**src/hw/ahb_pkg.sv**
```systemverilog
// AHB-Lite bus widths, transfer encodings and the address-phase struct
`default_nettype none

package ahb_pkg;

  ////////////////////
  // bus widths
  ////////////////////
  localparam int HADDR_W     = 32;
  localparam int HDATA_W     = 32;
  localparam int HDATA_BYTES = HDATA_W / 8;
  // byte offset bits within one data word
  localparam int HDATA_OFS_W = $clog2(HDATA_BYTES);

  localparam int HTRANS_W    = 2;
  localparam int HSIZE_W     = 3;
  localparam int HBURST_W    = 3;

  // slave never signals an error
  localparam logic HRESP_OKAY = 1'b0;

  ////////////////////
  // transfer encodings
  ////////////////////
  typedef enum logic [HTRANS_W-1:0] {
    HTRANS_IDLE   = 2'b00,
    HTRANS_BUSY   = 2'b01,
    HTRANS_NONSEQ = 2'b10,
    HTRANS_SEQ    = 2'b11
  } ahb_htrans_e;

  // only sizes up to the 32 bit bus width
  typedef enum logic [HSIZE_W-1:0] {
    HSIZE_BYTE  = 3'b000,
    HSIZE_HWORD = 3'b001,
    HSIZE_WORD  = 3'b010
  } ahb_hsize_e;

  typedef enum logic [HBURST_W-1:0] {
    HBURST_SINGLE = 3'b000,
    HBURST_INCR   = 3'b001,
    HBURST_WRAP4  = 3'b010,
    HBURST_INCR4  = 3'b011,
    HBURST_WRAP8  = 3'b100,
    HBURST_INCR8  = 3'b101,
    HBURST_WRAP16 = 3'b110,
    HBURST_INCR16 = 3'b111
  } ahb_hburst_e;

  // one address phase as sampled from the bus
  typedef struct packed {
    logic [HADDR_W-1:0] haddr;
    ahb_htrans_e        htrans;
    ahb_hsize_e         hsize;
    ahb_hburst_e        hburst;
    logic               hwrite;
  } ahb_addr_phase_t;

endpackage : ahb_pkg

`default_nettype wire

```
**src/hw/sdram_port_pkg.sv**
```systemverilog
// write buffer line geometry, idle timeout, scheduler request structs and read states
`default_nettype none

package sdram_port_pkg;

  import ahb_pkg::*;

  ////////////////////
  // line geometry
  ////////////////////
  // four bus words per line
  localparam int WB_WORDS      = 4;
  localparam int WB_LINE_W     = WB_WORDS * HDATA_W;
  localparam int WB_LINE_BYTES = WB_LINE_W / 8;
  // word select inside a line
  localparam int WB_IDX_W      = $clog2(WB_WORDS);
  // byte offset bits of a line address
  localparam int WB_OFS_W      = $clog2(WB_LINE_BYTES);
  localparam int WB_TAG_W      = HADDR_W - WB_OFS_W;

  // idle cycles before a dirty active line is pushed out
  localparam int WB_TIMEOUT    = 64;
  localparam int WB_TIMER_W    = $clog2(WB_TIMEOUT + 1);

  ////////////////////
  // scheduler requests
  ////////////////////
  // full line write, addr is line aligned
  typedef struct packed {
    logic [HADDR_W-1:0]       addr;
    logic [WB_LINE_BYTES-1:0] be;
    logic [WB_LINE_W-1:0]     data;
  } wr_req_t;

  // single word read, addr is word aligned
  typedef struct packed {
    logic [HADDR_W-1:0] addr;
  } rd_req_t;

  // registered data-phase beat
  typedef struct packed {
    logic                   wr;
    logic                   rd;
    logic [WB_TAG_W-1:0]    tag;
    logic [WB_IDX_W-1:0]    idx;
    logic [HDATA_BYTES-1:0] be;
  } beat_t;

  // read beat sequencing
  typedef enum logic [1:0] {
    RD_IDLE = 2'b00,
    RD_HOLD = 2'b01,
    RD_REQ  = 2'b10,
    RD_DATA = 2'b11
  } rd_state_e;

endpackage : sdram_port_pkg

`default_nettype wire

```
**src/hw/ahb_beat_capture.sv**
```systemverilog
// AHB address-phase decode and register, byte enable generation, tag and index split
`timescale 1ns/1ps
`default_nettype none

module ahb_beat_capture
  import ahb_pkg::*;
  import sdram_port_pkg::*;
(
  input  logic            HCLK,
  input  logic            HRESETn,
  input  logic            HSEL_i,
  input  logic            HREADY_i,
  input  ahb_addr_phase_t addr_phase_i,
  input  logic            accept_i,
  output beat_t           beat_o,
  output rd_req_t         rd_addr_o
);

  logic                   xfer;
  logic                   wr_dec;
  logic                   rd_dec;
  logic [HDATA_BYTES-1:0] be_dec;

  logic                   wr_q;
  logic                   rd_q;
  logic [WB_TAG_W-1:0]    tag_q;
  logic [WB_IDX_W-1:0]    idx_q;
  logic [HDATA_BYTES-1:0] be_q;
  logic [HADDR_W-1:0]     rd_addr_q;

  // BUSY and IDLE carry no beat
  assign xfer   = HSEL_i & ((addr_phase_i.htrans == HTRANS_NONSEQ) |
                            (addr_phase_i.htrans == HTRANS_SEQ));
  assign wr_dec = xfer &  addr_phase_i.hwrite;
  assign rd_dec = xfer & ~addr_phase_i.hwrite;

  // byte lanes from size and low address bits
  always_comb
  begin
    case (addr_phase_i.hsize)
      HSIZE_BYTE:  be_dec = HDATA_BYTES'(1) << addr_phase_i.haddr[HDATA_OFS_W-1:0];
      HSIZE_HWORD: be_dec = HDATA_BYTES'(3) << {addr_phase_i.haddr[1], 1'b0};
      default:     be_dec = {HDATA_BYTES{1'b1}};
    endcase
  end

  ////////////////////
  // beat registers
  ////////////////////
  // a finished beat with no new address phase behind it is dropped
  always_ff @(posedge HCLK or negedge HRESETn)
  begin
    if (!HRESETn)
    begin
      wr_q <= 1'b0;
      rd_q <= 1'b0;
    end
    else if (HREADY_i)
    begin
      wr_q <= wr_dec;
      rd_q <= rd_dec;
    end
    else if (accept_i)
    begin
      wr_q <= 1'b0;
      rd_q <= 1'b0;
    end
  end

  // address payload, only meaningful with a valid flag
  always_ff @(posedge HCLK)
  begin
    if (HREADY_i)
    begin
      tag_q     <= addr_phase_i.haddr[HADDR_W-1 -: WB_TAG_W];
      idx_q     <= addr_phase_i.haddr[WB_OFS_W-1 -: WB_IDX_W];
      be_q      <= be_dec;
      // reads always fetch the whole word
      rd_addr_q <= {addr_phase_i.haddr[HADDR_W-1:HDATA_OFS_W], {HDATA_OFS_W{1'b0}}};
    end
  end

  assign beat_o.wr      = wr_q;
  assign beat_o.rd      = rd_q;
  assign beat_o.tag     = tag_q;
  assign beat_o.idx     = idx_q;
  assign beat_o.be      = be_q;
  assign rd_addr_o.addr = rd_addr_q;

endmodule : ahb_beat_capture

`default_nettype wire

```
**src/hw/write_combine_buffer.sv**
```systemverilog
// ping-pong write-combining buffer with merge, swap, idle timeout and line write request
`timescale 1ns/1ps
`default_nettype none

module write_combine_buffer
  import ahb_pkg::*;
  import sdram_port_pkg::*;
(
  input  logic                HCLK,
  input  logic                HRESETn,
  input  beat_t               beat_i,
  input  logic [HDATA_W-1:0]  hwdata_i,
  input  logic                accept_i,
  input  logic [WB_TAG_W-1:0] rd_tag_i,
  input  logic                rd_tag_valid_i,
  output logic                wr_stall_o,
  output logic                rd_hold_o,
  output logic                wrreq_o,
  output wr_req_t             wr_o,
  input  logic                wrrdy_i
);

  // line storage
  logic [WB_LINE_W-1:0]     line_data  [2];
  logic [WB_TAG_W-1:0]      line_tag   [2];
  logic [WB_LINE_BYTES-1:0] line_be    [2];
  logic                     line_dirty [2];

  logic [WB_LINE_BYTES-1:0] be_nxt     [2];
  logic                     dirty_nxt  [2];
  logic                     line_clr   [2];
  logic                     line_mrg   [2];

  // ptr selects the active line, the other one drains
  logic                     ptr;
  logic                     act;
  logic                     oth;
  logic                     tgt;

  logic                     wr_accept;
  logic                     other_free;
  logic                     miss_swap;
  logic                     rdhit_swap;
  logic                     swap;
  logic                     merge;
  logic [WB_LINE_BYTES-1:0] merge_be;
  logic [WB_LINE_W-1:0]     wdata_line;

  logic [WB_TIMER_W-1:0]    timer;
  logic                     expired;
  logic                     restart;

  assign act = ptr;
  assign oth = ~ptr;

  ////////////////////
  // swap decision
  ////////////////////
  assign wr_accept  = wrreq_o & wrrdy_i;
  // other line empty now or drained at this edge
  assign other_free = ~line_dirty[oth] | wr_accept;

  // write to a different line than the dirty active one
  assign miss_swap  = beat_i.wr & line_dirty[act] & (line_tag[act] != beat_i.tag);
  // read of the active dirty line, push it out first
  assign rdhit_swap = rd_tag_valid_i & line_dirty[act] & (line_tag[act] == rd_tag_i);

  assign swap       = (miss_swap | rdhit_swap | expired) & other_free;

  // only the registered dirty flag stalls the bus
  assign wr_stall_o = miss_swap & line_dirty[oth];

  // read must wait for every dirty copy of its line
  assign rd_hold_o  = rd_tag_valid_i &
                      ((line_dirty[0] & (line_tag[0] == rd_tag_i)) |
                       (line_dirty[1] & (line_tag[1] == rd_tag_i)));

  ////////////////////
  // merge
  ////////////////////
  assign merge      = beat_i.wr & accept_i;
  // merge goes into the line that is active after this edge
  assign tgt        = swap ? oth : act;
  assign merge_be   = WB_LINE_BYTES'(beat_i.be) << {beat_i.idx, {HDATA_OFS_W{1'b0}}};
  assign wdata_line = {WB_WORDS{hwdata_i}};

  // per line clear on drain, then or in the new lanes
  always_comb
  begin
    for (int i = 0; i < 2; i++)
    begin
      line_clr[i]  = wr_accept & (oth == 1'(i));
      line_mrg[i]  = merge & (tgt == 1'(i));
      be_nxt[i]    = line_clr[i] ? {WB_LINE_BYTES{1'b0}} : line_be[i];
      dirty_nxt[i] = line_dirty[i] & ~line_clr[i];
      if (line_mrg[i])
      begin
        be_nxt[i]    = be_nxt[i] | merge_be;
        dirty_nxt[i] = 1'b1;
      end
    end
  end

  always_ff @(posedge HCLK)
  begin
    if (merge)
    begin
      line_tag[tgt] <= beat_i.tag;
      for (int b = 0; b < WB_LINE_BYTES; b++)
      begin
        if (merge_be[b])
          line_data[tgt][8*b +: 8] <= wdata_line[8*b +: 8];
      end
    end
  end

  // idle timer restarts on writes, swaps and a clean active line
  assign restart = ~line_dirty[act] | merge | swap;
  assign expired = (timer == WB_TIMER_W'(WB_TIMEOUT));

  always_ff @(posedge HCLK or negedge HRESETn)
  begin
    if (!HRESETn)
    begin
      ptr   <= 1'b0;
      timer <= '0;
      for (int i = 0; i < 2; i++)
      begin
        line_be[i]    <= '0;
        line_dirty[i] <= 1'b0;
      end
    end
    else
    begin
      ptr <= ptr ^ swap;
      if (restart)
        timer <= '0;
      else if (!expired)
        timer <= timer + 1'b1;
      for (int i = 0; i < 2; i++)
      begin
        line_be[i]    <= be_nxt[i];
        line_dirty[i] <= dirty_nxt[i];
      end
    end
  end

  ////////////////////
  // line write request
  ////////////////////
  // inactive line is never written so the request holds still
  assign wrreq_o    = line_dirty[oth];
  assign wr_o.addr  = {line_tag[oth], {WB_OFS_W{1'b0}}};
  assign wr_o.be    = line_be[oth];
  assign wr_o.data  = line_data[oth];

endmodule : write_combine_buffer

`default_nettype wire

```
**src/hw/read_sequencer.sv**
```systemverilog
// read beat FSM, single-word read request, HRDATA register and HREADYOUT decode
`timescale 1ns/1ps
`default_nettype none

module read_sequencer
  import ahb_pkg::*;
  import sdram_port_pkg::*;
(
  input  logic                HCLK,
  input  logic                HRESETn,
  input  beat_t               beat_i,
  input  rd_req_t             rd_addr_i,
  input  logic                wr_stall_i,
  input  logic                rd_hold_i,
  output logic [WB_TAG_W-1:0] rd_tag_o,
  output logic                rd_tag_valid_o,
  output logic                rdreq_o,
  output rd_req_t             rd_o,
  input  logic                rdrdy_i,
  input  logic [HDATA_W-1:0]  rdq_i,
  input  logic                rdqvalid_i,
  output logic [HDATA_W-1:0]  hrdata_o,
  output logic                hreadyout_o
);

  rd_state_e          state;
  rd_state_e          state_nxt;
  // read data registered, completion cycle of the beat
  logic               rd_done_q;
  logic               rd_start;
  logic [HDATA_W-1:0] hrdata_q;

  // new read beat that is not yet served
  assign rd_start = beat_i.rd & ~rd_done_q;

  ////////////////////
  // read FSM
  ////////////////////
  always_comb
  begin
    state_nxt = state;
    case (state)
      RD_IDLE:
      begin
        // dirty line in the buffer goes out first
        if (rd_start)
          state_nxt = rd_hold_i ? RD_HOLD : RD_REQ;
      end
      RD_HOLD:
      begin
        if (!rd_hold_i)
          state_nxt = RD_REQ;
      end
      RD_REQ:
      begin
        if (rdrdy_i)
          state_nxt = RD_DATA;
      end
      RD_DATA:
      begin
        if (rdqvalid_i)
          state_nxt = RD_IDLE;
      end
      default: state_nxt = RD_IDLE;
    endcase
  end

  always_ff @(posedge HCLK or negedge HRESETn)
  begin
    if (!HRESETn)
    begin
      state     <= RD_IDLE;
      rd_done_q <= 1'b0;
    end
    else
    begin
      state     <= state_nxt;
      // high for exactly one cycle per read beat
      rd_done_q <= (state == RD_DATA) & rdqvalid_i;
    end
  end

  // returned word
  always_ff @(posedge HCLK)
  begin
    if ((state == RD_DATA) && rdqvalid_i)
      hrdata_q <= rdq_i;
  end

  // tag lookup while the read may still meet a dirty line
  assign rd_tag_o       = rd_addr_i.addr[HADDR_W-1 -: WB_TAG_W];
  assign rd_tag_valid_o = rd_start & ((state == RD_IDLE) | (state == RD_HOLD));

  // request held by the state until accepted
  assign rdreq_o        = (state == RD_REQ);
  assign rd_o           = rd_addr_i;
  assign hrdata_o       = hrdata_q;

  // decoded from flops only
  // reads wait for their word, writes for a free line
  assign hreadyout_o    = beat_i.rd ? rd_done_q : ~wr_stall_i;

endmodule : read_sequencer

`default_nettype wire

```
**src/hw/sdram_ahb_port.sv**
```systemverilog
// AHB-Lite SDRAM data port top level with beat capture, write buffer and read sequencer
`timescale 1ns/1ps
`default_nettype none

module sdram_ahb_port
  import ahb_pkg::*;
  import sdram_port_pkg::*;
(
  input  logic                HCLK,
  input  logic                HRESETn,
  // AHB-Lite slave
  input  logic                HSEL_i,
  input  logic [HADDR_W-1:0]  HADDR_i,
  input  logic [HTRANS_W-1:0] HTRANS_i,
  input  logic [HSIZE_W-1:0]  HSIZE_i,
  input  logic [HBURST_W-1:0] HBURST_i,
  input  logic                HWRITE_i,
  input  logic [HDATA_W-1:0]  HWDATA_i,
  input  logic                HREADY_i,
  output logic [HDATA_W-1:0]  HRDATA_o,
  output logic                HREADYOUT_o,
  output logic                HRESP_o,
  // scheduler write port
  output logic                wrreq_o,
  output wr_req_t             wr_o,
  input  logic                wrrdy_i,
  // scheduler read port
  output logic                rdreq_o,
  output rd_req_t             rd_o,
  input  logic                rdrdy_i,
  input  logic [HDATA_W-1:0]  rdq_i,
  input  logic                rdqvalid_i
);

  ahb_addr_phase_t     addr_phase;
  beat_t               beat;
  rd_req_t             rd_addr;
  logic                accept;
  logic                wr_stall;
  logic                rd_hold;
  logic [WB_TAG_W-1:0] rd_tag;
  logic                rd_tag_valid;

  assign addr_phase.haddr  = HADDR_i;
  assign addr_phase.htrans = ahb_htrans_e'(HTRANS_i);
  assign addr_phase.hsize  = ahb_hsize_e'(HSIZE_i);
  assign addr_phase.hburst = ahb_hburst_e'(HBURST_i);
  assign addr_phase.hwrite = HWRITE_i;

  assign HRESP_o     = HRESP_OKAY;
  assign HREADYOUT_o = accept;

  ahb_beat_capture u_capture (
    .HCLK (HCLK), .HRESETn (HRESETn), .HSEL_i (HSEL_i), .HREADY_i (HREADY_i),
    .addr_phase_i (addr_phase), .accept_i (accept), .beat_o (beat), .rd_addr_o (rd_addr)
  );

  write_combine_buffer u_wbuf (
    .HCLK (HCLK), .HRESETn (HRESETn), .beat_i (beat), .hwdata_i (HWDATA_i),
    .accept_i (accept), .rd_tag_i (rd_tag), .rd_tag_valid_i (rd_tag_valid),
    .wr_stall_o (wr_stall), .rd_hold_o (rd_hold),
    .wrreq_o (wrreq_o), .wr_o (wr_o), .wrrdy_i (wrrdy_i)
  );

  read_sequencer u_rdseq (
    .HCLK (HCLK), .HRESETn (HRESETn), .beat_i (beat), .rd_addr_i (rd_addr),
    .wr_stall_i (wr_stall), .rd_hold_i (rd_hold), .rd_tag_o (rd_tag),
    .rd_tag_valid_o (rd_tag_valid), .rdreq_o (rdreq_o), .rd_o (rd_o), .rdrdy_i (rdrdy_i),
    .rdq_i (rdq_i), .rdqvalid_i (rdqvalid_i), .hrdata_o (HRDATA_o), .hreadyout_o (accept)
  );

endmodule : sdram_ahb_port

`default_nettype wire

```
**config.mk**
```make
export PLATFORM = sky130hd
export DESIGN_NAME = sdram_ahb_port
export DESIGN_NICKNAME = d
export VERILOG_FILES = /design/src/hw/ahb_pkg.sv /design/src/hw/sdram_port_pkg.sv /design/src/hw/ahb_beat_capture.sv /design/src/hw/write_combine_buffer.sv /design/src/hw/read_sequencer.sv /design/src/hw/sdram_ahb_port.sv
export SDC_FILE = /design/constraint.sdc
export NUM_CORES = 1
export LEC_CHECK = 0
export BUFFER_PORTS_ARGS = -buffer_cell sky130_fd_sc_hd__buf_4
export CORE_MARGIN = 4
export CORE_UTILIZATION = 40
export CTS_BUF_LIST = sky130_fd_sc_hd__clkbuf_4 sky130_fd_sc_hd__clkbuf_8
export CTS_CLUSTER_DIAMETER = 200
export DETAILED_ROUTE_END_ITERATION = 10
export GPL_TIMING_DRIVEN = 0
export PLACE_DENSITY = 0.63
export SYNTH_ARGS = -nofsm -noshare
export SYNTH_HDL_FRONTEND = slang
export SYNTH_SLANG_ARGS = --single-unit
```
**constraint.sdc**
```tcl
create_clock -name HCLK -period 3.75 [get_ports HCLK]
set_input_delay 0.75 -clock HCLK [delete_from_list [all_inputs] [get_ports HCLK]]
set_output_delay 0.75 -clock HCLK [all_outputs]
set_load 0.02 [all_outputs]
```
==> out/metrics.csv, run 1 <==
stage;metric;value;unit
placement;RePlAce Congestion;0.7998;
sta;Max-Slew Margin vs Limit;0.3267;
pwr;NetSw;2.480;mW
pwr;Clock Power Share;0.382;
logic_synthesis;Yosys reg bits;425;
setup_path;Worst EP arrival;3.95;ns
grt;initial antenna violation count;0;
worst_hold_path;Hold Path Class;in -> async;
clock_tree;clock-pin transition on the worst setup and hold timing paths;0.06;ns
die;Die X;214.7;µm
setup_path;worst reg2reg setup slack;0.03;ns
logic_synthesis;synth unique cells;53;
finish;commonest non-fill, non-tap cell in the layout;buf_4;
sta;slew at the pin with the worst max-slew slack;1.010;ns
setup_path;Reg-to-Reg Start;u_capture.tag_q[6];
drt;Antenna Nets Post-Route;0;
grt;GRT Overall Usage;0.1848;
clock_tree;setup bufs post-CTS;0;
die;IO Pins;356;
pwr;Reg power frac;0.533;
placement;DP HPWL;30590;µm
sta;Final Hold Viols;0;
grt;grt total ovfl;0;
finish;most frequent cells in the layout;buf_4 (382), edfxtp_1 (378), mux2_2 (172);
finish;post-route cell area;21860;µm²
grt;largest net degree at the start of global routing;48;
clock_tree;CTS root buf;clkbuf_8;
pwr;static leakage;8.309;nW
logic_synthesis;Compound-Gate Fraction of Synth Area;0.03192;
outcome;status;completed;
logic_synthesis;largest family of logic cells by synthesized area;multiplexers;
setup_path;r2r worst-path depth;8;
setup_path;Crit. Startpoint;u_capture.tag_q[6];
pwr;VDD IR max;252.4;µV
grt;first-pass GRT wire length;64470;µm
logic_synthesis;Mapped Area;17090;µm²
sta;final setup margin;0.02717;ns
sta;RSZ-0062 raised after global routing;yes;
clock_tree;cts bufs inserted;74;
die;core box area;42130;µm²
logic_synthesis;xor/xnor cell area share of the yosys netlist;0.03536;
clock_tree;maximum clock insertion buffer count;3;
setup_path;crit path kind;reg -> reg;
logic_synthesis;Avg Cell Area, Syn;17.69;µm²
logic_synthesis;cells after synthesis;966;
setup_path;CP Capture Type;flip-flop;
flow_run;maxcap violations;0;
drt;DR DRC count;0;
finish;n_diodes;0;
finish;fin util;0.5189;
logic_synthesis;Most used DFF post-synth;edfxtp_1;
setup_path;end of the critical path;u_wbuf.line_tag[0][23];
placement;Setup WS pre-CTS;-0.4487;ns
drt;WL per Instance;22.04;µm
pwr;power density over the cells;474.0;nW/µm²
grt;number of global-route vias before repair;10460;
placement;input/output buffers;344;
placement;Placed Instance Area;20390;µm²
clock_tree;worst skew pair latency;0.62;ns
finish;# nets final;1511;
drt;via/cell ratio;4.987;
die;Initial Util;0.4056;
drt;via count;9890;
pwr;internal power;7.882;mW
sta;crit path time final;3.723;ns
clock_tree;H-Tree Depth;3;
die;Die ar.;46090;µm²
die;Cell Rows;75;
pwr;share of total power in combinational logic;0.085;
setup_path;Crit Path Max Fanout;28;
setup_path;Critical R2R Capture;u_wbuf.line_tag[0][23];
sta;Slew Viols, Final;0;
die;chip height;214.7;µm
finish;share of layout cells above drive strength 1;0.5000;
sta;fin crit share;0.9928;
logic_synthesis;Seq/Total Area, Yosys;0.7331;
finish;Fill cells;3444;
clock_tree;TritonCTS Sinks;425;
logic_synthesis;Syn. warnings;0;
logic_synthesis;asr flop ratio synth;0.1106;
drt;detailed router's first-iteration violation count;513;
logic_synthesis;Synth Area in Simple Gates;0.04247;
logic_synthesis;mux contribution to synthesized area;0.1195;
clock_tree;Post-CTS Hold Fix Bufs;0;
setup_path;required time worst endpoint;3.97;ns
sta;Finish-stage setup viols;0;
finish;synthesis-to-layout area growth;27.93;%
logic_synthesis;Adder-Cell Fraction of Synth Area;0.005125;
setup_path;Setup crit start kind;flip-flop;
pwr;Sw Share;0.2394;
pwr;Total Power;10.36;mW
sta;Fin Clk Skew;0.02131;ns
clock_tree;CTS tree;done;
sta;fmax;268.6;MHz
logic_synthesis;number of synthesized flops with an enable pin;378;
drt;total wire length;43700;µm
drt;Pre-Repair DR Iteration Count;8;
==> critical path, cell delays in order, from the launching register on <==
cell      delay [ns]
edfxtp_1        0.49
xor2_1          0.20
nor4_2          0.39
nand3_1         0.14
a211oi_2        0.42
a211o_2         0.27
nand2_1         0.10
clkbuf_1        0.42
nor2_4          0.88
==> per-layer routing <==
metal / global-route usage / vias up / wire (µm)
li1: - / 4535 / -
met1: 0.2372 / 4915 / 18080
met2: 0.2980 / 371 / 21160
met3: 0.06370 / 69 / 3389
met4: 0.05706 / 0 / 1071
met5: 0 / - / 0
==> registers in the layout, indices dropped and copies added, names as in the netlist <==
name and cells:
u_wbuf.line_data 256, u_wbuf.line_tag 56, u_rdseq.hrdata_o 32, u_wbuf.line_be 32
u_capture.tag_q 27, u_wbuf.timer 7, u_capture.be_q 4, u_capture.rd_addr_o 2
u_rdseq.state 2, u_wbuf.line_dirty 2, u_capture.idx_q 1, u_capture.rd_q 1
u_capture.wr_q 1, u_rdseq.rd_done_q 1, u_wbuf.act 1
==> cells by family after synthesis <==
| family | after synthesis |
|---|---|
| compound gates | 63 |
| xor+xnor | 69 |
| fa+ha+maj | 7 |
| buf+inv | 89 |
| flops | 425 |
| mux | 182 |
| other cells | 1 |
| simple gates | 130 |
==> power by group through the flow <==
stage / clock [mW] / sequential [mW] / combinational (mW)
2_1_floorplan: 0 / 5.64 / 0.457
3_3_place_gp: 0 / 5.61 / 0.866
3_5_place_dp: 0 / 5.62 / 0.888
4_1_cts: 4.09 / 5.52 / 0.894
5_1_grt: 4.32 / 5.54 / 0.966
6_report: 3.95 / 5.52 / 0.885
==> area by class of cell <==
class	instances	area, µm²	share of cell area
multi-input combinational	458	4113	0.1881
clock inverter	32	177.7	0.008127
sequential	425	12530	0.5730
clock buffer	96	1196	0.05471
buffer	73	529.3	0.02421
tap	539	674.4	0.03085
timing repair buffer	344	2582	0.1181
inverter	16	62.56	0.002862
==> how the worst min path moves through the flow <==
stage / slack (ns) / end / depth (start not counted) / from
after floorplan: 0.45 / u_capture.rd_q / 0 / HRESETn
after global placement: 0.47 / u_wbuf.line_be[27] / 1 / u_wbuf.line_be[27]
after detailed placement: 0.48 / u_wbuf.line_be[19] / 1 / u_wbuf.line_be[19]
after CTS: 0.14 / u_wbuf.timer[2] / 1 / HRESETn
after global routing: 0.16 / u_capture.wr_q / 1 / HRESETn
final: 0.17 / u_capture.wr_q / 1 / HRESETn
==> cell usage after synthesis (16+ instances only) <==
master,n,area share
dfrtp_1,47,0.069
xnor2_1,29,0.015
nor2_1,19,0.0042
mux2_2,172,0.11
edfxtp_1,378,0.66
and3_1,25,0.0092
clkbuf_1,22,0.0048
buf_4,38,0.017
nand2_1,18,0.0040
and2_1,16,0.0059
a32o_1,32,0.019
xor2_1,40,0.021
==> timing repair <==
item | in CTS | in global routing
resized for setup | 29 | 7
endpoints found under the hold margin | 0 | 0
pin swaps | 0 | 0
endpoints found under the setup margin | 282 | 182
cloned | 0 | 0
==> stage by stage <==
stage	hold slack [ns]	TNS, ns	std cells
floorplan	0.4544	0	972
global placement	0.4683	-86.61	1855
detailed placement	0.4785	-19.02	1855
CTS	0.1405	-8.477	1983
global route	0.1623	-10.44	1983
finish	0.1651	0	1983
Power figures use the tool's default switching activity.
==> run 2, diff against run 1 <==
--- a/config.mk
+++ b/config.mk
@@ -11,7 +11,6 @@
 export CTS_BUF_LIST = sky130_fd_sc_hd__clkbuf_4 sky130_fd_sc_hd__clkbuf_8
 export CTS_CLUSTER_DIAMETER = 200
 export DETAILED_ROUTE_END_ITERATION = 10
-export GPL_TIMING_DRIVEN = 0
 export PLACE_DENSITY = 0.63
 export SYNTH_ARGS = -nofsm -noshare
 export SYNTH_HDL_FRONTEND = slang
==> run 2 against run 1 <==
  * Register-to-register slack improved by 0.38 ns
  * Utilization down 0.69 points
  * Die area is the same
  * Clock skew is 0.013 ns higher
  * First-iteration DRC count increased by 1.9%
  * Power grew 1.4%
  * Sequential power about the same
  * Count of clock-buffer cells in the layout up 12
  * Largest power group unchanged
  * Critical path type is now reg -> out
  * Clock power is 5% higher
  * Final area decreased by 1.3%
==> out/metrics.csv, run 2 (synthesized netlist as in run 1, its figures left out) <==
stage;metric;value;unit;change
die;IO Pins;356;;unchanged
placement;Setup WS pre-CTS;0.3396;ns;was -0.4487 ns
clock_tree;cts bufs inserted;75;;was 74
sta;crit path time final;3.542;ns;was 3.723 ns
placement;RePlAce Congestion;0.7395;;was 0.7998
clock_tree;CTS tree;done;;unchanged
clock_tree;CTS root buf;clkbuf_8;;unchanged
clock_tree;worst skew pair latency;0.63;ns;was 0.62 ns
sta;Final Hold Viols;0;;unchanged
worst_hold_path;Hold Path Class;in -> async;;unchanged
grt;initial antenna violation count;0;;unchanged
setup_path;Crit path largest cell delay;0.47;ns;was 0.88 ns
finish;multi-input logic area;4056;µm²;was 4113 µm²
setup_path;CP Capture Type;primary output;;was flip-flop
flow_run;maxcap violations;0;;unchanged
die;Cell Rows;75;;unchanged
clock_tree;TritonCTS Sinks;425;;unchanged
pwr;NetSw;2.466;mW;was 2.480 mW
sta;fmax;282.3;MHz;was 268.6 MHz
drt;Antenna Nets Post-Route;0;;unchanged
sta;slew at the pin with the worst max-slew slack;0.8908;ns;was 1.010 ns
finish;Fill cells;3557;;was 3444
setup_path;Worst EP arrival;2.79;ns;was 3.95 ns
clock_tree;clock-pin transition on the worst setup and hold timing paths;0.06;ns;about the same
placement;DP HPWL;26740;µm;was 30590 µm
pwr;internal power;8.046;mW;was 7.882 mW
finish;n_diodes;0;;unchanged
finish;share of layout cells above drive strength 1;0.4824;;was 0.5000
pwr;Total Power;10.51;mW;was 10.36 mW
sta;Slew Viols, Final;0;;unchanged
drt;via count;9645;;was 9890
pwr;Reg power frac;0.525;;was 0.533
sta;final setup margin;0.2077;ns;was 0.02717 ns
sta;fin crit share;0.9446;;was 0.9928
die;core box area;42130;µm²;unchanged
pwr;power density over the cells;487.4;nW/µm²;was 474.0 nW/µm²
setup_path;worst path cell trace;xor2_1, nor4_1, nand3_1, a211oi_4, a211o_2, o21a_1, buf_4;;was xor2_1, nor4_2, nand3_1, a211oi_2, a211o_2, nand2_1, clkbuf_1, nor2_4
setup_path;CP max stage cell;edfxtp_1;;was nor2_4
die;Initial Util;0.4056;;unchanged
finish;most frequent cells in the layout;edfxtp_1 (378), buf_4 (362), mux2_2 (172);;was buf_4 (382), edfxtp_1 (378), mux2_2 (172)
sta;Fin Clk Skew;0.03426;ns;was 0.02131 ns
setup_path;Crit Path Max Fanout;5;;was 28
sta;setup TNS;0;ns;unchanged
drt;detailed router's first-iteration violation count;523;;was 513
grt;first-pass GRT wire length;61380;µm;was 64470 µm
drt;Pre-Repair DR Iteration Count;5;;was 8
drt;total wire length;40360;µm;was 43700 µm
clock_tree;H-Tree Depth;3;;unchanged
die;Die X;214.7;µm;unchanged
drt;DR DRC count;0;;unchanged
finish;max reg flops;256;;unchanged
pwr;Clock Power Share;0.395;;was 0.382
sta;Max-Slew Margin vs Limit;0.4045;;was 0.3267
pwr;Sw Share;0.2345;;was 0.2394
grt;largest net degree at the start of global routing;76;;was 48
grt;grt total ovfl;0;;unchanged
pwr;VDD IR max;300.6;µV;was 252.4 µV
die;chip height;214.7;µm;unchanged
pwr;static leakage;8.131;nW;was 8.309 nW
placement;input/output buffers;344;;unchanged
pwr;share of total power in combinational logic;0.080;;was 0.085
grt;number of global-route vias before repair;10330;;was 10460
die;Die ar.;46090;µm²;unchanged
finish;fin util;0.5119;;was 0.5189
setup_path;required time worst endpoint;3.00;ns;was 3.97 ns
sta;RSZ-0062 raised after global routing;no;;was yes
drt;via/cell ratio;4.987;;about the same
sta;Fin Hold WS;0.1734;ns;was 0.1651 ns
grt;GRT Overall Usage;0.1711;;was 0.1848
finish;synthesis-to-layout area growth;26.22;%;was 27.93%
finish;commonest non-fill, non-tap cell in the layout;edfxtp_1;;was buf_4
sta;Finish-stage setup viols;0;;unchanged
clock_tree;Post-CTS Hold Fix Bufs;0;;unchanged
finish;sequential cell area;12530;µm²;about the same
outcome;status;completed;;unchanged
drt;WL per Instance;20.87;µm;was 22.04 µm
finish;Reg with most FFs;u_wbuf.line_data;;unchanged
setup_path;crit path kind;reg -> out;;was reg -> reg
setup_path;Setup crit start kind;flip-flop;;unchanged
finish;# nets final;1460;;was 1511
clock_tree;maximum clock insertion buffer count;3;;unchanged
finish;Regs by FF count;u_wbuf.line_data (256), u_wbuf.line_tag (56);;unchanged
## run 2: critical path, delay by kind of cell, from the launching register on
kind            cells  cell delay, ns
compound gates      3            0.73
xor+xnor            1            0.18
buf+inv             1            0.14
flops               1            0.47
simple gates        2            0.67
## run 2: path summary, 6_finish.rpt
| kind | from | endpoint | slack, ns | cells after the start |
|---|---|---|---|---|
| setup / recovery | u_capture.tag_q[6] | HREADYOUT_o | 0.21 | 7 |
| hold / removal | HRESETn | u_rdseq.rd_done_q | 0.17 | 1 |
| setup reg to reg | u_wbuf.act | u_wbuf.line_data[1][69] | 0.41 | 8 |
| hold reg to reg | u_wbuf.line_be[2] | u_wbuf.line_be[2] | 0.48 | 1 |
| max in group asynchronous | HRESETn | u_wbuf.act | 3.08 | 1 |
| min in group HCLK | HADDR_i[31] | u_capture.rd_addr_o[31] | 0.29 | 1 |
## run 2: routing by layer
layer / wire (µm) / GRT usage / vias up
li1: - / - / 4431
met1: 16790 / 0.2178 / 4834
met2: 19840 / 0.2829 / 326
met3: 3037 / 0.05367 / 54
met4: 683 / 0.05122 / 0
met5: 0 / 0 / -
## run 2: layout make-up
| type | instances | area share |
|---|---|---|
| clock inverter | 23 | 0.007425 |
| tap | 539 | 0.03127 |
| clock buffer | 108 | 0.05992 |
| inverter | 16 | 0.002900 |
| multi-input combinational | 458 | 0.1881 |
| timing repair buffer | 365 | 0.1295 |
| sequential | 425 | 0.5810 |
## run 2: timing repair
item | 4_1_cts | 5_1_grt
resized for setup | 1 | 3
endpoints found under the setup margin | 123 | 1
buffers inserted | 0 | 1
hold endpoints to repair | 0 | 0
gates cloned | 1 | 0
## run 2: per-stage QoR
step	instance area, µm²	std cells
floorplan	17110	972
global placement	20040	1801
detailed placement	20040	1801
CTS	21530	1933
global route	21570	1934
finish	21570	1934
## run 2: power by group through the flow
stage	Combinational (mW)	Sequential, mW	Clock, mW
2_1_floorplan	0.457	5.64	0
3_3_place_gp	0.826	5.60	0
3_5_place_dp	0.845	5.61	0
4_1_cts	0.849	5.52	4.30
5_1_grt	0.918	5.54	4.56
6_report	0.839	5.52	4.15
